File: config.mk
export PLATFORM = sky130hd
export DESIGN_NAME = taskDispatcher
export DESIGN_NICKNAME = d
export VERILOG_FILES = /design/src/source/pointPoolPkg.sv /design/src/source/taskDispatcher.sv
export SDC_FILE = /design/constraint.sdc
export NUM_CORES = 1
export LEC_CHECK = 0
export ABC_AREA = 1
export BUFFER_PORTS_ARGS = -buffer_cell sky130_fd_sc_hd__buf_2
export CORE_MARGIN = 10
export CORE_UTILIZATION = 40
export CTS_CLUSTER_SIZE = 14
export DETAILED_ROUTE_END_ITERATION = 7
export GPL_TIMING_DRIVEN = 0
export HOLD_SLACK_MARGIN = 0.03
export PLACE_DENSITY_LB_ADDON = 0.1
export REMOVE_ABC_BUFFERS = 1
export SLEW_MARGIN = 0
export SYNTH_ARGS = -nofsm -noshare
export SYNTH_HDL_FRONTEND = slang
export SYNTH_SLANG_ARGS = --single-unit
export TNS_END_PERCENT = 20
File: constraint.sdc
create_clock -name clk -period 1.9 [get_ports clk]
set_input_delay 0.38 -clock clk [delete_from_list [all_inputs] [get_ports clk]]
set_output_delay 0.38 -clock clk [all_outputs]
set_load 0.05 [all_outputs]
File: src/source/pointPoolPkg.sv
// Shared sizes, bus structs and run states of the point pooling accelerator
// Every RTL file refers to these by scoped names

package pointPoolPkg;

    // ================================================
    // Sizes
    // ================================================
    localparam int ACT_WIDTH       = 8;
    localparam int NUM_LANE        = 4;
    localparam int PORT_WIDTH      = NUM_LANE * ACT_WIDTH;
    localparam int FEAT_DEPTH      = 64;
    localparam int MAP_DEPTH       = 64;
    localparam int IDX_WIDTH       = $clog2(FEAT_DEPTH);
    localparam int MAP_ADDR_WIDTH  = $clog2(MAP_DEPTH);
    localparam int CNT_WIDTH       = $clog2(MAP_DEPTH + 1);
    localparam int NUM_NEIGHBOR    = 4;
    localparam int FIELD_WIDTH     = 8;
    localparam int STEP_WIDTH      = $clog2(NUM_NEIGHBOR + 2);
    localparam int POOL_CORE       = 4;
    localparam int CORE_WIDTH      = $clog2(POOL_CORE);
    localparam int DEBOUNCE_CYCLES = 8;
    localparam int DEB_WIDTH       = $clog2(DEBOUNCE_CYCLES);

    // ================================================
    // Data words and bus structs
    // ================================================
    typedef logic [NUM_LANE-1:0][ACT_WIDTH-1:0] featWord_t;

    // Only the low IDX_WIDTH bits of each field address the feature memory
    typedef logic [NUM_NEIGHBOR-1:0][FIELD_WIDTH-1:0] mapWord_t;

    typedef struct packed {
        logic [PORT_WIDTH-1:0] dat;
        logic                  last;
    } padBeat_t;

    typedef struct packed {
        logic                  en;
        logic                  selMap;
        logic [IDX_WIDTH-1:0]  addr;
        logic [PORT_WIDTH-1:0] dat;
    } bufWrite_t;

    typedef struct packed {
        logic                 en;
        logic [IDX_WIDTH-1:0] idx;
    } featRead_t;

    typedef enum logic [2:0] {
        Idle,
        LoadFeat,
        LoadMap,
        Pool,
        Done
    } runState_t;

endpackage

File: src/source/taskDispatcher.sv
// Task issue
// Reads the map words in order and offers each one to the cores in turn

`timescale 1ns/1ns

module taskDispatcher (
    input  logic                                    clk,
    input  logic                                    arstN,
    input  logic                                    poolGo,
    input  logic [pointPoolPkg::CNT_WIDTH-1:0]      numTasks,
    output logic                                    mapRdEn,
    output logic [pointPoolPkg::MAP_ADDR_WIDTH-1:0] mapRdAddr,
    input  pointPoolPkg::mapWord_t                  mapRdDat,
    output pointPoolPkg::mapWord_t                  taskDat,
    output logic [pointPoolPkg::POOL_CORE-1:0]      taskVld,
    input  logic [pointPoolPkg::POOL_CORE-1:0]      taskRdy
);

    logic [pointPoolPkg::CNT_WIDTH-1:0]  issued;
    logic [pointPoolPkg::CORE_WIDTH-1:0] corePtr;
    logic                                offer;
    logic                                accept;

    assign accept = offer & taskRdy[corePtr];

    // Next map read may overlap the accept of the current task
    assign mapRdEn   = ~poolGo & (~offer | accept) & (issued != numTasks);
    assign mapRdAddr = issued[pointPoolPkg::MAP_ADDR_WIDTH-1:0];

    // The buffer keeps the word until the next read
    assign taskDat = mapRdDat;
    assign taskVld = {{(pointPoolPkg::POOL_CORE - 1){1'b0}}, offer} << corePtr;

    always_ff @(posedge clk or negedge arstN) begin
        if (!arstN) begin
            issued  <= '0;
            corePtr <= '0;
            offer   <= 1'b0;
        end else if (poolGo) begin
            issued  <= '0;
            corePtr <= '0;
            offer   <= 1'b0;
        end else begin
            if (mapRdEn)
                issued <= issued + 1'b1;
            if (accept)
                corePtr <= corePtr + 1'b1;
            if (mapRdEn)
                offer <= 1'b1;
            else if (accept)
                offer <= 1'b0;
        end
    end

    // An offered task holds until its core takes it
    assert property (@(posedge clk) disable iff (!arstN)
        (|taskVld) && !accept |=> $stable(taskVld) && $stable(taskDat));

endmodule

==> metrics.md <==
| Metric | Value |
|---|---|
| Clock period minus worst slack | `1.790 ns` |
| Sequential area share after synthesis | `25.28%` |
| Via/cell ratio | `4.813` |
| Adder and majority gate portion of the synthesized area | `1.264%` |
| Via count | `770` |
| Placeable core area | `0.002276 mm2` |
| Clock buffer depth | `2` |
| P_sw | `369.5 uW` |
| Syn avg cell area | `7.331 um2` |
| Area Overhead vs Synth | `-1.896%` |
| Largest net degree at the start of global routing | `11` |
| First-pass GRT wire length | `4395 um` |
| Final WS setup | `0.1099 ns` |
| Critical Path Start | `corePtr[0]` |
| DP Worst Slack | `-0.01073 ns` |
| Reg2reg path depth | `8` |
| Final setup fails | `0` |
| Logic gate share of total power | `42.9%` |
| Setup repair after global routing missed its margin | `no` |
| Worst Hold Launch | `poolGo` |
| Later-pin clock latency in the skew report | `0.27 ns` |
| Post-route ant nets | `0` |
| Initial Util | `43.49%` |
| Final Cycle Share | `94.21%` |
| Antenna violations before repair | `0` |
| Post-synthesis mux area share | `0%` |
| Hold path depth | `2` |
| P_leak | `0.5175 nW` |
| Floorplan row count | `17` |
| Initial DRC count | `32` |
| Layout net count | `180` |
| Die span in x | `69.74 um` |
| DP Wirelength | `2379 um` |
| Antenna Cells | `0` |
| Max-cap violations | `0` |
| Non-filler instance count after layout | `160` |
| GRT overflow | `0` |
| Final wirelength | `3046 um` |
| TritonCTS clock tree | `yes` |
| Fmax achieved | `558.6 MHz` |
| Crit-path max FO | `4` |
| Clock skew | `0.006461 ns` |
| Hold crit path type | `primary input to register` |
| Mapped Cells | `135` |
| Int Pwr | `487.5 uW` |
| Part of the power in registers | `34.4%` |
| Max-slew violations | `0` |
| Placed cells | `149` |
| H-tree lvl count | `1` |
| Status | `finished, final reports clean` |
| Final hold slack | `0.3690 ns` |
| Routed len/inst | `19.04 um` |
| Warnings from Yosys | `0` |
| Share of layout cells above drive strength 1 | `34.09%` |
| Hold Fails Final Rpt | `0` |
| Clock power frac | `22.7%` |
| Unique cell type count in the Yosys netlist | `19` |
| Clock Sinks | `10` |
| Setup tns final | `0 ns` |
| Cell Pwr Density | `882.7 mW/mm2` |
| Crit path DAT | `1.41 ns` |
| Gpl congestion | `0.7278` |
| Total Power | `857.0 uW` |
| Post-synthesis xor/xnor area fraction | `7.080%` |
| Port Buffer Count | `24` |
| Mapped Area | `989.7 um2` |
| CP Data Required Time | `1.52 ns` |
| Switching share of power | `43.12%` |
| 1st-pass router iterations | `4` |
| Yosys reg bits | `10` |
| Number of buffers created by CTS | `3` |
| DRC viols | `0` |
| Die area | `0.004864 mm2` |
| Worst reg2reg startpoint | `issued[0]` |
| Clock Root Buffer | `clkbuf_4` |
| Worst slew margin | `79.49%` |
| Least-Margin Pin Slew | `0.3058 ns` |
| Die H | `69.74 um` |
| Global Route Usage Sum | `11.73%` |
| Worst vdd ir | `0.0005194 V` |
| # IOs | `89` |
| Fillcell total | `249` |
| Main combinational cell family by area after synthesis | `buffers and inverters` |
| Number of global-route vias before repair | `783` |
| Crit start category | `register` |
| Setup crit end kind | `output port` |
| CP Class | `register to output port` |
| Post-Synth Simple-Gate Area | `28.82%` |
| CTS clk-pin slew, worst paths | `0.06 ns` |
| Compound-gate portion of the synthesized area | `4.172%` |
[cells in the mapped netlist]
library cell | instances | area share (%)
a21oi_1 | 2 | 1.0
a21oi_4 | 1 | 1.6
buf_4 | 38 | 29
clkinv_1 | 1 | 0.38
dfrtp_1 | 10 | 25
ha_1 | 1 | 1.3
inv_1 | 11 | 4.2
nand2_1 | 28 | 11
nand2_2 | 2 | 1.3
nand2_4 | 1 | 1.1
nand3_1 | 14 | 7.1
nand3_2 | 1 | 1.0
nand3b_1 | 5 | 3.8
nand4_1 | 1 | 0.63
nor2_1 | 6 | 2.3
nor3_1 | 2 | 1.0
o21ai_0 | 3 | 1.5
xnor2_1 | 3 | 2.7
xor2_1 | 5 | 4.4
[state kept, by name (all words and copies together) (netlist names)]
register	flops
corePtr	2
issued	7
offer	1
[area by class of cell]
type                            count  area, um2  share of cell area, %
Inverter                           12      45.04                  4.639
Sequential cell                    10      254.0                  26.16
Timing Repair Buffer               31      181.4                  18.69
Multi-Input combinational cell     75      419.2                  43.17
Tap cell                           28      35.03                  3.608
Clock buffer                        4      36.28                  3.737
[cell usage in the layout (no fill, tap or decap), drive strengths merged]
cell type and count:
nand2 31, buf 30, nand3 15, inv 11, dfrtp 10, nor2 6
xor2 5, nand3b 5, clkbuf 4, xnor2 3, o21ai 3, a21oi 3
nor3 2, clkinv 1, nand4 1, ha 1, dlygate4sd3 1
[power by group through the flow]
stage,clock network [mW],logic (mW),registers [mW]
finish,0.194,0.368,0.295
detailed placement,0,0.330,0.297
CTS,0.203,0.355,0.294
global placement,0,0.326,0.297
floorplan,0,0.173,0.364
global route,0.215,0.396,0.302
[logic make-up after synthesis]
family / count (synthesis)
flops: 10
simple gates: 60
buf+inv: 50
xor+xnor: 8
fa+ha+maj: 1
compound gates: 6
[stage by stage]
| step | instance area [um2] | util, % |
|---|---|---|
| after floorplan | 704.4 | - |
| final | 970.9 | 42.66 |
| after global routing | 970.9 | 42.66 |
| after CTS | 943.4 | 41.45 |
| after global placement | 859.6 | 37.77 |
| after detailed placement | 859.6 | 37.77 |
[timing repair]
action	CTS	global route
pin swaps	3	2
gates resized for setup	4	5
hold buffers	1	0
buffers inserted	4	2
endpoints found under the hold margin	10	0
endpoints found under the setup margin	1	1
cloned	0	0
[critical path, cell delays in order, from the launching register on]
cell	delay, ns
dfrtp_1	0.42
inv_2	0.08
nand2_1	0.06
nand3_2	0.09
nand2_4	0.07
a21oi_4	0.16
nand2_4	0.07
inv_2	0.05
buf_6	0.14
[path summary, 6_finish.rpt]
kind,end,slack [ns]
max,mapRdEn,0.11
min,offer,0.37
max reg2reg,issued[6],0.52
min reg2reg,corePtr[1],0.54
max in group asynchronous,corePtr[1],1.19
min in group asynchronous,issued[1],0.50
[metal layers]
| metal | vias up | track usage, % | part of all wire (%) |
|---|---|---|---|
| met4 | 0 | 3.913 | 0.30 |
| met2 | 50 | 11.49 | 34 |
| met5 | - | 2.222 | 0 |
| met1 | 334 | 15.90 | 49 |
| li1 | 384 | - | - |
| met3 | 2 | 10.98 | 16 |
Power figures use the tool's default switching activity.
