[config.mk]
export PLATFORM = sky130hd
export DESIGN_NAME = startDebounce
export DESIGN_NICKNAME = d
export VERILOG_FILES = /design/src/source/pointPoolPkg.sv /design/src/source/startDebounce.sv
export SDC_FILE = /design/constraint.sdc
export NUM_CORES = 1
export LEC_CHECK = 0
export BUFFER_PORTS_ARGS = -buffer_cell sky130_fd_sc_hd__buf_2
export CORE_AREA = 2 2 39 41
export DETAILED_ROUTE_END_ITERATION = 6
export DIE_AREA = 0 0 41 43
export SLEW_MARGIN = 20
export SYNTH_ARGS = -nofsm -noshare
export SYNTH_HDL_FRONTEND = slang
export SYNTH_SLANG_ARGS = --single-unit
[constraint.sdc]
create_clock -name clk -period 1.3 [get_ports clk]
set_input_delay 0.26 -clock clk [delete_from_list [all_inputs] [get_ports clk]]
set_output_delay 0.26 -clock clk [all_outputs]
set_load 0.1 [all_outputs]
[src/source/pointPoolPkg.sv]
// Shared sizes, bus structs and run states of the point pooling accelerator
// Every RTL file refers to these by scoped names

package pointPoolPkg;

    // ================================================
    // Sizes
    // ================================================
    localparam int ACT_WIDTH       = 8;
    localparam int NUM_LANE        = 4;
    localparam int PORT_WIDTH      = NUM_LANE * ACT_WIDTH;
    localparam int FEAT_DEPTH      = 64;
    localparam int MAP_DEPTH       = 64;
    localparam int IDX_WIDTH       = $clog2(FEAT_DEPTH);
    localparam int MAP_ADDR_WIDTH  = $clog2(MAP_DEPTH);
    localparam int CNT_WIDTH       = $clog2(MAP_DEPTH + 1);
    localparam int NUM_NEIGHBOR    = 4;
    localparam int FIELD_WIDTH     = 8;
    localparam int STEP_WIDTH      = $clog2(NUM_NEIGHBOR + 2);
    localparam int POOL_CORE       = 4;
    localparam int CORE_WIDTH      = $clog2(POOL_CORE);
    localparam int DEBOUNCE_CYCLES = 8;
    localparam int DEB_WIDTH       = $clog2(DEBOUNCE_CYCLES);

    // ================================================
    // Data words and bus structs
    // ================================================
    typedef logic [NUM_LANE-1:0][ACT_WIDTH-1:0] featWord_t;

    // Only the low IDX_WIDTH bits of each field address the feature memory
    typedef logic [NUM_NEIGHBOR-1:0][FIELD_WIDTH-1:0] mapWord_t;

    typedef struct packed {
        logic [PORT_WIDTH-1:0] dat;
        logic                  last;
    } padBeat_t;

    typedef struct packed {
        logic                  en;
        logic                  selMap;
        logic [IDX_WIDTH-1:0]  addr;
        logic [PORT_WIDTH-1:0] dat;
    } bufWrite_t;

    typedef struct packed {
        logic                 en;
        logic [IDX_WIDTH-1:0] idx;
    } featRead_t;

    typedef enum logic [2:0] {
        Idle,
        LoadFeat,
        LoadMap,
        Pool,
        Done
    } runState_t;

endpackage

[src/source/startDebounce.sv]
// Start button filter
// Raw button in, one start pulse out on the falling edge of the steady level

`timescale 1ns/1ns

module startDebounce (
    input  logic clk,
    input  logic arstN,
    input  logic button,
    output logic startFire
);

    logic                               buttonSync;
    logic [pointPoolPkg::DEB_WIDTH-1:0] holdCnt;
    logic                               level;
    logic                               levelDly;

    always_ff @(posedge clk or negedge arstN) begin
        if (!arstN) begin
            buttonSync <= 1'b0;
            holdCnt    <= '0;
            level      <= 1'b0;
            levelDly   <= 1'b0;
        end else begin
            buttonSync <= button;
            levelDly   <= level;
            // Any bounce back to the current level restarts the hold time
            if (buttonSync == level) begin
                holdCnt <= '0;
            end else if (holdCnt == pointPoolPkg::DEB_WIDTH'(pointPoolPkg::DEBOUNCE_CYCLES - 1)) begin
                level   <= buttonSync;
                holdCnt <= '0;
            end else begin
                holdCnt <= holdCnt + 1'b1;
            end
        end
    end

    // Release of the button
    assign startFire = levelDly & ~level;

endmodule

==> summary.txt, run 1 <==
Critical path
  • Worst path depth: 2
  • CP top delay family: flip-flops
  • CP Data Required Time: approximately 1.0 ns
  • Crit-path slowest cell: dfrtp_1
  • CP Cell Sequence: and2b_2 > buf_12
  • Critical Path Source Type: register
  • Worst path arrival time: 1.01 ns
  • WS Path Type: register to output port
  • Reg2reg start: holdCnt[0]$_DFF_PN0_
  • CP Capture Type: output port
  • Slowest stage delay, CP: 0.36 ns
  • Reg2Reg Depth: 3
  • Worst path buffer plus inverter count: 1
  • Worst-path fanout max: 2
  • Reg2Reg Setup Slack: ~0.060 ns
  • Reg2reg end: level$_DFFE_PN0P_

Synth
  • Yosys top cell area share: 65.57%
  • YS warnings: 0
  • Synth Net Count: 19
  • Unique masters post-synth: 7
  • Yosys reg bits: 6
  • Cells after Synth: 14
  • Synth Area per Inst: 16.36 um^2
  • Post-synthesis sequential area ratio: 65.57%
  • Mapped Area: 229.0 um^2
  • Main area contributors after synthesis: dfrtp_1 (66%), ha_1 (11%), and2_1 (5.5%), nor3b_2 (5.5%), mux2_1 (4.9%)
  • Leading area contributor after synthesis: dfrtp_1

STA
  • Setup TNS: 0 ns
  • Max Freq: 0.7899 GHz
  • Minimum clock period: between 1 and 1.5 ns
  • WHS: between 0.1 and 0.15 ns
  • Final worst slack: 0.03404 ns
  • RSZ-0062 raised after global routing: no
  • Max Transition Viols Final: 0
  • Hold violation total from the final report: 0
  • Slew @ Worst Pin: 0.2035 ns
  • Setup Viol. Count Final: 0
  • Period utilization: 97.38%
  • Slew headroom: 86.39%
  • Fin Clk Skew: 0.002284 ns

Power
  • Logic pwr share: between 40% and 50%
  • Sw Pwr: about 260 uW
  • Clock power share: 22.8%
  • Net Sw Frac: between 30% and 40%
  • PD cells: 2335 mW/mm^2
  • Worst VDD drop: 0.5139 mV
  • Internal power: 489.7 uW
  • Pleak: 0.1664 nW
  • Sequential share of power: 37.1%

Die
  • Starting density of the core: 16.55%
  • Io pins: 4
  • Total die area: between 0.0015 and 0.002 mm^2
  • Die Span X: 41 um
  • Die Y: 43 um
  • Site row count: 14
  • Core Region: 0.001384 mm^2

Finish
  • ANT cells: 0
  • Fillers: 145
  • Nets: 29
  • Reg area: 150.1 um^2
  • Area Overhead vs Synth: 39.34%
  • Multi-input logic area: 78.83 um^2
  • Fraction of layout cells with a size suffix above 1: 40.91%

Clocking
  • CTS tree: done
  • Clk_lat worst skew: 0.24 ns
  • CTS H-Tree Depth: 1
  • Worst-path clk slew: 0.04 ns
  • CTS sink count: 6
  • CTS max path bufs: 2
  • Root buf cell: clkbuf_4
  • Post-cts repair resize count: 0
  • Cts bufs inserted: 3

Run status
  • Status: complete, no violations

Global routing
  • First-pass GRT wire length: 558 um
  • Vias in the first global route: roughly 170
  • Gr ovfl total: 0
  • Antenna violations before repair: 0
  • Largest net degree at the start of global routing: 7
  • Gr usage total: roughly 5.6%

Placement
  • PortBufs: 3
  • Pre-CTS WS: 0.06969 ns
  • Placer Congestion: 0.6582

Routing
  • Vias: approximately 140
  • Total wire length: 323 um
  • Iter 0 DRT Violations: 0
  • Drt wl/cell: 8.500 um
  • Drt pass-1 iters: 1
  • ANT nets after route: 0
  • DRC: 0
  • Via/cell ratio: 3.553

Hold path
  • WHS Path Cells: 1
  • Hold Path Class: input pin to register
  • Hold Path End: buttonSync$_DFF_PN0_
  • Hold Startpoint: button

Flow run
  • Max capacitance violation total: 0
-- cells by family (layout without fill, tap and decap cells) --
family	Yosys count	after routing	share of synthesized area, %
simple gates	4	4	14.75
fa+ha+maj	2	2	10.93
buf+inv	0	8	0
mux	1	1	4.918
flops	6	6	65.57
xor+xnor	1	1	3.826
-- power groups by stage --
stage | Combinational (mW) | Clock (mW) | Sequential, mW
final | 0.299 | 0.170 | 0.276
after global routing | 0.322 | 0.184 | 0.284
after CTS | 0.304 | 0.177 | 0.277
after detailed placement | 0.270 | 0 | 0.288
after global placement | 0.261 | 0 | 0.283
after floorplan | 0.185 | 0 | 0.280
-- worst max-delay path by stage --
stage	to	slack, ns	start
6_report	startFire	0.03	level$_DFFE_PN0P_
5_1_grt	startFire	0.0009	level$_DFFE_PN0P_
4_1_cts	startFire	0.03	level$_DFFE_PN0P_
3_5_place_dp	level$_DFFE_PN0P_	0.07	holdCnt[0]$_DFF_PN0_
3_3_place_gp	level$_DFFE_PN0P_	0.10	holdCnt[0]$_DFF_PN0_
2_1_floorplan	level$_DFFE_PN0P_	0.12	holdCnt[0]$_DFF_PN0_
-- timing repair --
item / 4_1_cts / 5_1_grt
hold endpoints to repair: 6 / 0
endpoints found under the setup margin: 1 / 0
buffers inserted: 1 / 0
hold buffers: 1 / 0
-- cells in the mapped netlist --
cell / count
and2b_2: 1
mux2_1: 1
nor3b_2: 1
dfrtp_1: 6
ha_1: 2
xor2_1: 1
and2_1: 2
-- cell usage in the layout (no fill, tap or decap) --
master / Yosys / layout
dfrtp_1: 6 / 6
and2b_2: 1 / 1
buf_4: 0 / 1
buf_12: 0 / 1
xor2_1: 1 / 1
dlygate4sd3_1: 0 / 1
buf_2: 0 / 2
ha_1: 2 / 2
nor3b_2: 1 / 1
and2_1: 2 / 2
mux2_1: 1 / 1
clkbuf_4: 0 / 3
-- layout make-up --
cell class	instances	area share, %
clock buffer	3	7.059
multi-input combinational	8	24.71
tap	16	6.275
timing repair buffer	5	14.90
sequential	6	47.06
-- worst register-to-register path, cell delays in order, from the launching register on --
cell and delay [ns]:
dfrtp_1 0.38, ha_1 0.21, ha_1 0.21, mux2_1 0.32
-- stage by stage --
stage,instance area (um^2),cells,total power [mW],utilization (%)
2_1_floorplan,229.0,14,0.4654,-
4_1_cts,319.1,38,0.7577,23.06
3_5_place_dp,279.0,33,0.5584,20.16
3_3_place_gp,279.0,33,0.5442,20.16
6_report,319.1,38,0.7451,23.06
5_1_grt,319.1,38,0.7898,23.06
-- flip-flops by register name, summed over array words and instances, names as in the netlist --
name        count
holdCnt         3
levelDly        1
buttonSync      1
level           1
-- routing by layer --
layer	vias up	wire, um	global-route usage, %
met2	6	142	6.875
met4	0	18	8.000
met3	2	29	3.141
li1	62	-	-
met5	-	0	0
met1	65	133	4.950
Power figures use the tool's default switching activity.
==> inputs of run 2 (changes only) <==
--- a/config.mk
+++ b/config.mk
@@ -9,6 +9,7 @@
 export CORE_AREA = 2 2 39 41
 export DETAILED_ROUTE_END_ITERATION = 6
 export DIE_AREA = 0 0 41 43
+export PLACE_DENSITY = 0.38
 export SLEW_MARGIN = 20
 export SYNTH_ARGS = -nofsm -noshare
 export SYNTH_HDL_FRONTEND = slang
==> run 2 against run 1 <==
First-iteration DRC count stayed put. Critical path depth is the same. Cell area stayed put. Die area unchanged. Critical path type unchanged. Largest cell class unchanged.
==> summary.txt, run 2 (same netlist as run 1, synthesis figures left out) <==
Routing
  • Total wire length: 296 um
  • DRC: 0
  • ANT nets after route: 0
  • Vias: 128
  • Drt pass-1 iters: 1
  • Iter 0 DRT Violations: 0
  • Drt wl/cell: 7.789 um
  • Via/cell ratio: 3.368

Die
  • Die Span X: 41 um
  • Core Region: 0.001384 mm^2
  • Site row count: 14
  • Total die area: roughly 0.0018 mm^2
  • Io pins: 4
  • Die Y: about 43 um
  • Starting density of the core: 16.55%

Critical path
  • CP Data Required Time: 1.04 ns
  • Worst-path fanout max: 2
  • Worst path arrival time: 1.00 ns
  • CP top delay family: flip-flops
  • WS Path Type: register to output port
  • Slowest stage delay, CP: 0.36 ns
  • Worst path buffer plus inverter count: 1
  • Critical Path Source Type: register
  • CP Cell Sequence: and2b_2 > buf_12
  • Crit-path slowest cell: dfrtp_1
  • CP Capture Type: output port

STA
  • Final worst slack: 0.03842 ns
  • Fin Clk Skew: 0.002217 ns
  • Hold violation total from the final report: 0
  • Max Transition Viols Final: 0
  • Setup TNS: 0 ns
  • Minimum clock period: around 1.3 ns
  • Setup Viol. Count Final: 0
  • RSZ-0062 raised after global routing: yes
  • Slew headroom: approximately 86%
  • Max Freq: 0.7927 GHz
  • Slew @ Worst Pin: 0.2090 ns
  • Period utilization: 97.04%

Finish
  • Biggest register: holdCnt
  • Fraction of layout cells with a size suffix above 1: 40.91%
  • Final Instance Area: approximately 320 um^2
  • ANT cells: 0
  • Largest register FFs: 3
  • Nets: 29
  • Most common cell after layout, fill and taps aside: dfrtp_1
  • Fillers: 148
  • Area Overhead vs Synth: 39.34%
  • Most frequent cells in the layout: dfrtp_1 (6), clkbuf_4 (3), and2_1 (2), ha_1 (2), buf_2 (2)

Clocking
  • Post-cts repair resize count: 0
  • Cts bufs inserted: 3
  • CTS sink count: 6
  • Root buf cell: clkbuf_4
  • Clk_lat worst skew: 0.24 ns
  • CTS H-Tree Depth: 1
  • CTS tree: done
  • CTS max path bufs: 2
  • Worst-path clk slew: 0.04 ns

Flow run
  • Max capacitance violation total: 0

Placement
  • Post-DP Area: 279.0 um^2
  • Hpwl dp: 229.8 um
  • Placer Congestion: 0.7111
  • Pre-CTS WS: 0.04572 ns
  • PortBufs: 3

Global routing
  • Vias in the first global route: around 150
  • Gr usage total: 5.758%
  • Largest net degree at the start of global routing: 7
  • Gr ovfl total: 0
  • First-pass GRT wire length: about 600 um
  • Antenna violations before repair: 0

Power
  • Design Power: 737.5 uW
  • PD cells: 2311 mW/mm^2
  • Pleak: 0.1664 nW
  • Worst VDD drop: approximately 0.8 mV

Hold path
  • Hold Path Class: input pin to register

Run status
  • Status: complete, no violations
==> run 2: routing by layer <==
metal	GRT usage [%]	part of all wire (%)
met5	0	0
met2	5.625	48
met1	6.885	48
met3	3.141	3.4
met4	8.000	0
==> run 2: timing repair <==
item / in CTS / in global routing
endpoints found under the hold margin: 6 / 0
setup buffers: 1 / 0
pin swaps: 0 / 0
setup endpoints to repair: 1 / 1
hold buffers: 1 / 0
==> run 2: worst paths after layout <==
kind / start / endpoint / slack (ns) / cells after the start
max reg2reg: holdCnt[0]$_DFF_PN0_ / level$_DFFE_PN0P_ / 0.05 / 3
max in group asynchronous: arstN / holdCnt[2]$_DFF_PN0_ / 0.80 / 2
min: button / buttonSync$_DFF_PN0_ / 0.13 / 1
min in group asynchronous: arstN / holdCnt[1]$_DFF_PN0_ / 0.37 / 2
min reg2reg: holdCnt[0]$_DFF_PN0_ / holdCnt[0]$_DFF_PN0_ / 0.46 / 1
max: level$_DFFE_PN0P_ / startFire / 0.04 / 2
==> run 2: layout make-up <==
class,instances,area [um^2],area share (%)
flip-flops and latches,6,150.1,47.06
clock buffers,3,22.52,7.059
repair buffers,5,47.55,14.90
multi-input cells,8,78.83,24.71
well taps,16,20.02,6.275
==> run 2: through the flow <==
step                      hold slack (ns)  utilization (%)  std cells
after floorplan                  -0.03559                -         14
after global placement            0.08841            20.16         33
after detailed placement          0.08529            20.16         33
after CTS                          0.1192            23.06         38
after global routing               0.1180            23.06         38
final                              0.1272            23.06         38
==> run 2: where the power goes <==
part | switching, mW | internal, mW | total [mW]
logic | 0.162 | 0.134 | 0.295
registers | 0.0246 | 0.251 | 0.275
clock network | 0.0628 | 0.104 | 0.167
