--- src/source/pointPoolPkg.sv ---
// Shared sizes, bus structs and run states of the point pooling accelerator
// Every RTL file refers to these by scoped names

package pointPoolPkg;

    // ================================================
    // Sizes
    // ================================================
    localparam int ACT_WIDTH       = 8;
    localparam int NUM_LANE        = 4;
    localparam int PORT_WIDTH      = NUM_LANE * ACT_WIDTH;
    localparam int FEAT_DEPTH      = 64;
    localparam int MAP_DEPTH       = 64;
    localparam int IDX_WIDTH       = $clog2(FEAT_DEPTH);
    localparam int MAP_ADDR_WIDTH  = $clog2(MAP_DEPTH);
    localparam int CNT_WIDTH       = $clog2(MAP_DEPTH + 1);
    localparam int NUM_NEIGHBOR    = 4;
    localparam int FIELD_WIDTH     = 8;
    localparam int STEP_WIDTH      = $clog2(NUM_NEIGHBOR + 2);
    localparam int POOL_CORE       = 4;
    localparam int CORE_WIDTH      = $clog2(POOL_CORE);
    localparam int DEBOUNCE_CYCLES = 8;
    localparam int DEB_WIDTH       = $clog2(DEBOUNCE_CYCLES);

    // ================================================
    // Data words and bus structs
    // ================================================
    typedef logic [NUM_LANE-1:0][ACT_WIDTH-1:0] featWord_t;

    // Only the low IDX_WIDTH bits of each field address the feature memory
    typedef logic [NUM_NEIGHBOR-1:0][FIELD_WIDTH-1:0] mapWord_t;

    typedef struct packed {
        logic [PORT_WIDTH-1:0] dat;
        logic                  last;
    } padBeat_t;

    typedef struct packed {
        logic                  en;
        logic                  selMap;
        logic [IDX_WIDTH-1:0]  addr;
        logic [PORT_WIDTH-1:0] dat;
    } bufWrite_t;

    typedef struct packed {
        logic                 en;
        logic [IDX_WIDTH-1:0] idx;
    } featRead_t;

    typedef enum logic [2:0] {
        Idle,
        LoadFeat,
        LoadMap,
        Pool,
        Done
    } runState_t;

endpackage

--- src/source/poolCore.sv ---
// Pooling core
// Takes one map word, reads its neighbor features one per cycle and
// keeps the lane-wise maximum until the collector takes it

`timescale 1ns/1ns

module poolCore (
    input  logic                    clk,
    input  logic                    arstN,
    input  pointPoolPkg::mapWord_t  taskDat,
    input  logic                    taskVld,
    output logic                    taskRdy,
    output pointPoolPkg::featRead_t featRd,
    input  pointPoolPkg::featWord_t featRdDat,
    output pointPoolPkg::featWord_t res,
    output logic                    resVld,
    input  logic                    resRdy
);

    logic                                busy;
    logic [pointPoolPkg::STEP_WIDTH-1:0] step;
    pointPoolPkg::mapWord_t              idxReg;
    pointPoolPkg::featWord_t             acc;

    assign taskRdy    = ~busy;
    assign featRd.en  = busy && (step < pointPoolPkg::NUM_NEIGHBOR);
    assign featRd.idx = idxReg[step][pointPoolPkg::IDX_WIDTH-1:0];
    assign resVld     = busy && (step == pointPoolPkg::NUM_NEIGHBOR + 1);
    assign res        = acc;

    // Step 0..3 issue reads, 1..4 fold the returned words
    always_ff @(posedge clk or negedge arstN) begin
        if (!arstN) begin
            busy <= 1'b0;
            step <= '0;
        end else if (taskVld && taskRdy) begin
            busy <= 1'b1;
            step <= '0;
        end else if (resVld && resRdy) begin
            busy <= 1'b0;
        end else if (busy && step <= pointPoolPkg::NUM_NEIGHBOR) begin
            step <= step + 1'b1;
        end
    end

    always_ff @(posedge clk) begin
        if (taskVld && taskRdy)
            idxReg <= taskDat;
        if (busy && step != '0 && step <= pointPoolPkg::NUM_NEIGHBOR) begin
            for (int l = 0; l < pointPoolPkg::NUM_LANE; l++) begin
                // First word seeds the maximum
                if (step == 1 || featRdDat[l] > acc[l])
                    acc[l] <= featRdDat[l];
            end
        end
    end

    // Four reads and the last fold put the result out 5 cycles after the accept
    assert property (@(posedge clk) disable iff (!arstN)
        taskVld && taskRdy |=> ##(pointPoolPkg::NUM_NEIGHBOR + 1) resVld);

endmodule

--- config.mk ---
export PLATFORM = sky130hd
export DESIGN_NAME = poolCore
export DESIGN_NICKNAME = d
export VERILOG_FILES = /design/src/source/pointPoolPkg.sv /design/src/source/poolCore.sv
export SDC_FILE = /design/constraint.sdc
export NUM_CORES = 1
export LEC_CHECK = 0
export CAP_MARGIN = 40
export CORE_ASPECT_RATIO = 0.8
export CORE_UTILIZATION = 55
export DETAILED_ROUTE_END_ITERATION = 10
export DONT_BUFFER_PORTS = 1
export PLACE_DENSITY = 0.69
export SLEW_MARGIN = 20
export SYNTH_ARGS = -nofsm -noshare
export SYNTH_HDL_FRONTEND = slang
export SYNTH_SLANG_ARGS = --single-unit
--- constraint.sdc ---
create_clock -name clk -period 2.9 [get_ports clk]
set_input_delay 0.29 -clock clk [delete_from_list [all_inputs] [get_ports clk]]
set_output_delay 0.29 -clock clk [all_outputs]
set_load 0.01 [all_outputs]
==> impl_results.md, run 1 <==
* Status: complete, but fails checks
* Failing checks: DRC
* Wirelength per Cell at about 18 um
* Power Density at 1030 nW/um^2
* Site Rows at 23
* Tcrit/Tclk final at 82.9%
* Min Tclk post-route at 2.40 ns
* Slew @ Worst Pin at 0.817 ns
* RD Place Congestion at a little under 0.8
* GRT Total Usage at around a fifth
* Post-synthesis sequential area ratio at 59.6%
* Die width at 84.4 um
* First-pass GRT wire length at 8.27 mm
* IO Pins at around 110
* CTS sink count at 60
* Total CTS buffers at 9
* P&R area growth vs syn at 9.34%
* Die Area at between 5000 and 6000 um^2
* DRT Pass-1 Iters at 7
* Post-synth EDFFs at 56
* # resized after CTS at 0
* Fill cells at 389
* GR Layer Usage met2 at 33.9%
* IO buf count at 0
* RSZ-0062 raised after global routing: no
* WP data required at roughly 2.9 ns
* Sw Ratio at 37.7%
* Top FF cell, synth: edfxtp_1
* Initial antenna violation count at 0
* CTS max path bufs at 2
* Vias per cell at ~5.9
* Reg area at 1780 um^2
* Grt ovf at 0
* Cell area after layout at 3270 um^2
* # setup viols final at 0
* Synth area leader: edfxtp_1
* Ranking of synthesized cells by area: edfxtp_1 56%, ha_1 15%, inv_1 5.0%, mux4_2 4.5%, dfrtp_1 3.4%
* Final WL at 5.31 mm
* Worst EP arrival at 2.37 ns
* DR DRC count at 10
* Max H-tree Level at 3
* Register share of total power at a little under half
* Max-Slew Margin vs Limit at 45.5%
* Crit end category: flip-flop
* Initial DRC count at 68
* Placeable Area at between 5000 and 6000 um^2
* Pins Over Slew Limit at 0
* Area of the multi-input gates at 1030 um^2
* GR peak layer: met2
* Number of global-route vias before repair at 1841
* Routed Antenna Nets at 0
* Die Span Y at 67.9 um
* DP HPWL at 4.22 mm
* Syn Nets at around 320
* Skew-Pair Late Insertion Delay at 0.34 ns
* HP Class: in2reg
* Fmax at 0.416 GHz
* Pint at 2090 uW
* Combinational power share at 32.8%
* Clock share of power at 19.9%
* Post-Syn Instances at 212
* Synth cell count leaders: 56 x edfxtp_1, 40 x inv_1, 35 x ha_1, 8 x o21ai_0
* TritonCTS clock tree: built
* Count of cell types in the netlist at 33
* Syn Area/Cell at between 10 and 15 um^2
* Root Driver: clkbuf_8
* Setup CP Type: reg2reg
* Peak VDD IR at 0.548 mV
* Post-synth ARST share at 6.67%
* Final net count at 327
* Max_cap viols at 0
* Layout cells sized above 1 at 14.4%
* Largest net degree at the start of global routing at 26
* Most frequent cell after synthesis: edfxtp_1
* Vias at about 1.7k
* Worst Path Max Fanout at 9
* Number of diodes at 0
* Clock Skew at 0.0101 ns
* Starting Density at 58.3%
* M1 GR Usage at 19.6%
* Total Neg Setup Slack at 0 ns
* Startpoint types: flip-flop
* Hold Violations, Final at 0
* Clock-pin transition on the worst setup and hold timing paths at 0.08 ns
* Post-synth top area share at between 50 and 60%
* Met3 Usage GRT at 10.3%
* DP Area at 3070 um^2
* Leak at 0.00133 uW
* Hold_ws at 0.0443 ns
* Post-Syn Area at 2990 um^2
* Syn. warnings at 0
* Flops & latches, synth at 60
* Switch Pwr at 1260 uW
## metal layers
metal,share of wire [%],vias up
met2,50,76
met4,2.1,0
met5,0,-
met3,10,12
met1,38,823
li1,-,815
## worst max-delay path: stages, from the launching register on
cell and delay, ns:
dfrtp_1 0.57, inv_1 0.13, ha_1 0.24, xnor2_2 0.27, o2111ai_1 0.15, a21oi_1 0.67
## power by group through the flow
stage          combinational (uW)  sequential (uW)  clock (uW)
2_1_floorplan                 894             1510           0
3_3_place_gp                 1020             1590           0
3_5_place_dp                 1100             1610           0
4_1_cts                      1110             1590         687
5_1_grt                      1250             1620         719
6_report                     1100             1590         667
## final cells by class
class                   instances  share of cell area (%)
well taps                      62                    2.37
repair buffers                  5                    1.23
inverters                      40                    4.60
flip-flops and latches         60                    54.5
multi-input cells             108                    31.7
clock inverters                 7                    1.80
clock buffers                   9                    3.79
## layout by cell type, fill, tap and decap left out, types with 5 or more instances in the layout
cell type,count
and4_1,6
clkbuf_8,9
edfxtp_1,56
ha_1,35
inv_1,40
mux4_2,6
nor2_1,5
nor2b_1,5
o21ai_0,8
## flip-flops by register name, summed over array words and instances (netlist names)
signal  count
res        32
step        3
busy        1
idxReg     24
## per-stage QoR
step | util (%) | power (uW) | std cells | setup WS [ns]
after floorplan | - | 2400 | 212 | 0.851
after global placement | 60.0 | 2620 | 274 | 0.621
after global routing | 63.8 | 3590 | 291 | 0.331
after detailed placement | 60.0 | 2710 | 274 | 0.491
after CTS | 63.8 | 3390 | 291 | 0.480
final | 63.8 | 3350 | 291 | 0.496
## cell families (layout without fill, tap and decap cells)
family,Yosys count,after routing,share of synthesized area (%)
AO/OA/AOI/OAI,34,34,8.25
flip-flops,60,60,59.6
XOR/XNOR,1,1,0.545
AND/OR/NAND/NOR,32,32,6.57
multiplexers,6,6,4.52
adder cells (fa/ha/maj),35,35,14.7
buffers and inverters,44,61,5.82
## what timing repair did
item | 4_1_cts | 5_1_grt
endpoints found under the hold margin | 4 | 0
buffers inserted | 0 | 0
hold buffers | 1 | 0
## path summary, 6_finish.rpt
kind / endpoint / cells past startpoint / startpoint / slack (ns)
min in group asynchronous: step[1] / 1 / arstN / 0.23
max in group asynchronous: step[2] / 1 / arstN / 2.51
worst min register to register: step[0] / 2 / step[0] / 0.71
worst min-delay path: idxReg[11] / 0 / taskDat[11] / 0.04
worst max-delay path: res[13] / 5 / step[1] / 0.50
worst max register to register: res[13] / 5 / step[1] / 0.50
Note: power is estimated with default switching activity, not from simulation.
==> run 2, diff against run 1 <==
Settings changed: ABC_AREA from default to 1.
Clock period 2.9 ns to 2.4 ns, I/O delays scaled along.
==> impl_results.md, run 2 <==
* Met1 Wirelength at 2.57 mm
* Crit end category: flip-flop
* Ranking of synthesized cells by area: edfxtp_1 57%, ha_1 15%, nand2_1 5.7%, inv_1 5.4%, dfrtp_1 3.4%
* Peak VDD IR at 0.676 mV
* Max reg flops at 32
* RSZ-0062 raised after global routing: no
* Largest net degree at the start of global routing at 25
* Final WL at 6.37 mm
* Root Driver: clkbuf_8
* Vias per cell at 5.15
* Fmax at between 0.5 and 0.6 GHz
* Initial antenna violation count at 0
* Worst EP arrival at roughly 2.0 ns
* # setup viols final at 0
* Post-Syn Instances at 268
* DR DRC count at 17
* Failing checks: DRC
* Worst Path Max Fanout at 9
* IO buf count at 0
* Starting Density at 58.3%
* RD Place Congestion at 0.734
* Number of global-route vias before repair at 2146
* First-pass GRT wire length at 9.96 mm
* Hold_ws at 0.0767 ns
* Startpoint types: flip-flop
* Leak at 0.00174 uW
* Layout cells sized above 1 at 9.86%
* Metal2 WL at between 3 and 4 mm
* Most frequent cells in the layout: 57 x dlygate4sd3_1, 56 x edfxtp_1, 45 x nand2_1, 43 x inv_1, 35 x ha_1
* Status: complete, but fails checks
* Final Non-Filler Cells at around 400
* Grt ovf at 0
* P&R area growth vs syn at 30.6%
* Syn. warnings at 0
* Max-Slew Margin vs Limit at 76.5%
* Count of cell types in the netlist at 19
* Post-synth top area share at 56.6%
* Vias at between 2k and 2.5k
* Setup CP Type: reg2reg
* Routed Antenna Nets at 0
* Commonest non-fill, non-tap cell in the layout: dlygate4sd3_1
* CTS max path bufs at 2
* Post-synth EDFFs at between 50 and 60
* Tcrit/Tclk final at between 70% and 80%
* Max_cap viols at 0
* Die Span Y at 67.7 um
* Total CTS buffers at 9
* CTS sink count at 60
* Clock Skew at 0.00986 ns
* Wirelength per Cell at 15.7 um
* Hold Violations, Final at 0
* Synth cell count leaders: 56 x edfxtp_1, 45 x nand2_1, 43 x inv_1, 35 x ha_1, 25 x nor2_1
* Most frequent cell after synthesis: edfxtp_1
* GRT Total Usage at 24.2%
* Min Tclk post-route at ~1.9 ns
* Site Rows at 23
* IO Pins at 109
* HP Class: in2reg
* Initial DRC count at 101
* Post-synthesis sequential area ratio at 60.0%
* DRT Pass-1 Iters at 7
* Fill cells at 326
* Final net count at between 400 and 500
* Skew-Pair Late Insertion Delay at 0.34 ns
* Flops & latches, synth at 60
* Placed insts at around 330
* Syn Nets at between 300 and 400
* TritonCTS clock tree: built
* WP data required at 2.45 ns
* Max H-tree Level at 3
* Total Neg Setup Slack at 0 ns
* Clock-pin transition on the worst setup and hold timing paths at ~0.07 ns
* Power Density at 1170 nW/um^2
* Fin util at 76.1%
* Die width at 84.2 um
* Met3 WL at 506 um
* Number of diodes at 0
* Pins Over Slew Limit at 0
* DP HPWL at 3.71 mm
* Post-Syn Area at 2970 um^2
* Post-synth ARST share at 6.67%
* Placeable Area at 5090 um^2
* Top FF cell, synth: edfxtp_1
* Slew @ Worst Pin at 0.357 ns
* Die Area at 5700 um^2
* Top Metal Used: met4
* Syn Area/Cell at 11.1 um^2
* Synth area leader: edfxtp_1
## run 2: cell count changes after synthesis, sizes merged, moves of 4 or more
cell,before,now
and4,6,0
a21o,1,5
nand2,4,48
nor2b,6,0
a211oi,4,0
o21a,4,0
o21ai,9,16
inv,40,50
mux4,6,0
o2111ai,4,0
a21oi,4,12
nor2,5,26
o22ai,1,6
## run 2: kinds of logic after synthesis
group,Yosys count,share of synthesized area [%]
AOI/OAI and AO/OA,39,7.29
xor gates and xnor gates,1,0.295
buffers and inverters,52,6.66
and+or+nand+nor,81,11.0
DFF,60,60.0
adders and majority gates,35,14.7
## run 2: final timing paths
check,cells after the start,end,start,slack (ns)
max,6,res[17],step[1],0.50
min,3,busy,resRdy,0.08
max reg2reg,6,res[17],step[1],0.50
min reg2reg,2,busy,busy,0.54
max in group asynchronous,1,busy,arstN,2.02
min in group asynchronous,1,step[0],arstN,0.19
## run 2: layer usage
metal  global-route usage [%]  vias to the layer above
li1                         -                     1052
met1                     25.5                      946
met3                     9.29                       14
met5                        0                        -
met4                     12.3                        0
met2                     43.4                       85
## run 2: where the power goes
group | internal, uW | leakage, uW | switching, uW | total (uW)
registers | 1610 | 0.000567 | 328 | 1940
clock network | 589 | 0.000106 | 425 | 1010
logic | 591 | 0.00106 | 992 | 1580
## run 2: area by class of cell
class / count / area, um^2 / area share, %
Timing Repair Buffer: 63 / 616 / 15.9
Sequential cell: 60 / 1780 / 45.9
Tap cell: 62 / 77.6 / 2.00
Multi-Input combinational cell: 156 / 991 / 25.5
Clock buffer: 9 / 124 / 3.19
Clock inverter: 7 / 101 / 2.61
Inverter: 50 / 188 / 4.84
## run 2: metrics by stage
| stage | area (um^2) | setup WS [ns] | power, uW |
|---|---|---|---|
| floorplan | 2970 | 0.447 | 2990 |
| global placement | 3080 | 0.556 | 3370 |
| detailed placement | 3080 | 0.550 | 3410 |
| CTS | 3880 | 0.528 | 4520 |
| global route | 3880 | 0.346 | 4860 |
| finish | 3880 | 0.498 | 4540 |
## run 2: timing repair
item,CTS,global route
hold buffers,57,0
resized for setup,0,0
buffers inserted,0,0
hold endpoints to repair,60,0
## run 2: critical path: stages (launching register included)
cell     delay, ns
dfrtp_1       0.47
inv_1         0.25
ha_1          0.23
o21ai_1       0.09
a21o_2        0.25
a21oi_1       0.13
buf_4         0.19
==> run 3, diff against run 2 <==
Settings changed: PLACE_DENSITY 0.69 to 0.72.
Clock period 2.4 ns to 1.6 ns, I/O delays scaled along.
==> impl_results.md, run 3 (synthesis gave the netlist of run 2 again) <==
* RD Place Congestion at 0.759
* Critical path destination: res[25]
* Clock Skew at 0.0135 ns
* Max_cap viols at 0
* P&R area growth vs syn at 64.3%
* IO buf count at 0
* Fin util at a little over nine tenths
* Max reg flops at 32
* Startpoint types: flip-flop
* Clock-pin transition on the worst setup and hold timing paths at 0.07 ns
* Placeable Area at ~5100 um^2
* Worst path most repeated cell: nand2_1
* GRT Total Usage at around 30%
* DP HPWL at 4.30 mm
* Number of diodes at 0
* CTS sink count at 60
* IO Pins at 109
* Vias per cell at 6.07
* Final WL at 11.8 mm
* Hold Violations, Final at 0
* Crit end category: flip-flop
* HP Class: in2reg
* Root Driver: clkbuf_8
* Slowest CP cell: edfxtp_1
* Slew @ Worst Pin at 0.337 ns
* R2r startpoint: res[29]
* WP data required at 1.66 ns
* Tcrit/Tclk final at 122%
* Total CTS buffers at 9
* CTS max path bufs at 2
* Status: complete, but fails checks
* Pins Over Slew Limit at 0
* Starting Density at 58.3%
* Commonest non-fill, non-tap cell in the layout: buf_4
* Routed Antenna Nets at 0
* Site Rows at 23
* Power Density at between 1500 and 2000 nW/um^2
* Final net count at 515
* RSZ-0062 raised after global routing: yes
* DR DRC count at 18
* Most frequent cells in the layout: 71 x buf_4, 58 x dlygate4sd3_1, 56 x edfxtp_1, 29 x inv_1, 26 x nand2_1
* Setup CP Type: reg2reg
* FF-to-FF End: res[25]
* Failing checks: DRC, setup timing
* # setup viols final at 34
* Initial antenna violation count at 0
* Layout cells sized above 1 at a little over two fifths
* Setup slack, reg-to-reg at -0.35 ns
* Largest net degree at the start of global routing at 15
* Skew-Pair Late Insertion Delay at 0.34 ns
* First-pass GRT wire length at approximately 12 mm
* Critical Path Start: res[29]
* Critical Path Max Stage Delay at around 0.37 ns
* R2r worst-path depth at 9
* Wirelength per Cell at 24.7 um
* Min Tclk post-route at 1.95 ns
* Total Neg Setup Slack at -8.24 ns
* Die Area at ~5700 um^2
* DP Worst Slack at -0.161 ns
* Vias at between 2k and 3k
* Worst setup margin at -0.349 ns
* Grt ovf at 0
* Die width at 84.2 um
* Max-Slew Margin vs Limit at 77.4%
* Worst EP arrival at 2.01 ns
* Number of global-route vias before repair at roughly 2.7k
* Cell breakdown of the critical path: inv_1 -> ha_1 -> nand2_1 -> nor2_4 -> nand2_1 -> nand2_1 -> nand2_2 -> a21oi_4 -> buf_6
* Initial DRC count at 281
* Fmax at 0.513 GHz
* Die Span Y at 67.7 um
* TritonCTS clock tree: built
* Worst Path Max Fanout at 5
* Peak VDD IR at between 1 and 1.5 mV
* Max H-tree Level at 3
* DRT Pass-1 Iters at 8
* Leak at 0.00210 uW
## run 3: critical path: cells and delay by family (launching register included)
kind	cells	cell delay [ns]
buffers and inverters	2	0.23
adders and majority gates	1	0.34
DFF	1	0.37
AOI/OAI and AO/OA	1	0.16
and+or+nand+nor	5	0.56
## run 3: area by class of cell
type | count | area [um^2]
Sequential cell | 60 | 1780
Multi-Input combinational cell | 156 | 1440
Timing Repair Buffer | 135 | 1200
Fill cell | 108 | 214
Inverter | 50 | 188
Clock buffer | 10 | 128
Tap cell | 62 | 77.6
Clock inverter | 6 | 65.1
## run 3: power by group
part | internal (uW) | leakage [uW] | total [uW] | switching, uW
Sequential | 2420 | 0.000566 | 2790 | 375
Clock | 716 | 0.0000862 | 1340 | 619
Combinational | 2520 | 0.00144 | 5600 | 3080
Total | 5650 | 0.00210 | 9720 | 4070
## run 3: routing by layer
metal,global-route usage (%),vias to the layer above,wire length [um]
met5,0,-,0
met4,17.7,0,1090
met3,9.78,103,1070
met2,57.4,252,5870
met1,27.7,1361,3780
li1,-,1192,-
## run 3: stage by stage
| stage | instances | power [uW] | hold slack [ns] | area (um^2) |
|---|---|---|---|---|
| 2_1_floorplan | 268 | 4760 | -0.136 | 3050 |
| 3_3_place_gp | 382 | 5970 | -0.135 | 3520 |
| 3_5_place_dp | 382 | 6110 | -0.135 | 3520 |
| 4_1_cts | 464 | 8120 | 0.00838 | 4540 |
| 5_1_grt | 479 | 10000 | 0.0629 | 4880 |
| 6_report | 479 | 9720 | 0.0627 | 4880 |
## run 3: worst min path at each step
stage                 start  endpoint  slack [ns]  cells past startpoint
CTS                 taskVld      busy       0.008                      2
detailed placement    arstN   step[2]       -0.14                      0
global route        taskVld      busy        0.06                      2
global placement      arstN   step[2]       -0.14                      0
floorplan             arstN      busy       -0.14                      0
finish              taskVld      busy        0.06                      2
## run 3: repair_timing
action                                  4_1_cts  5_1_grt
hold buffers                                 58        0
gates resized for setup                      28       47
pin swaps                                    19       24
endpoints found under the setup margin       32       39
setup buffers                                 8       15
endpoints found under the hold margin        61        0
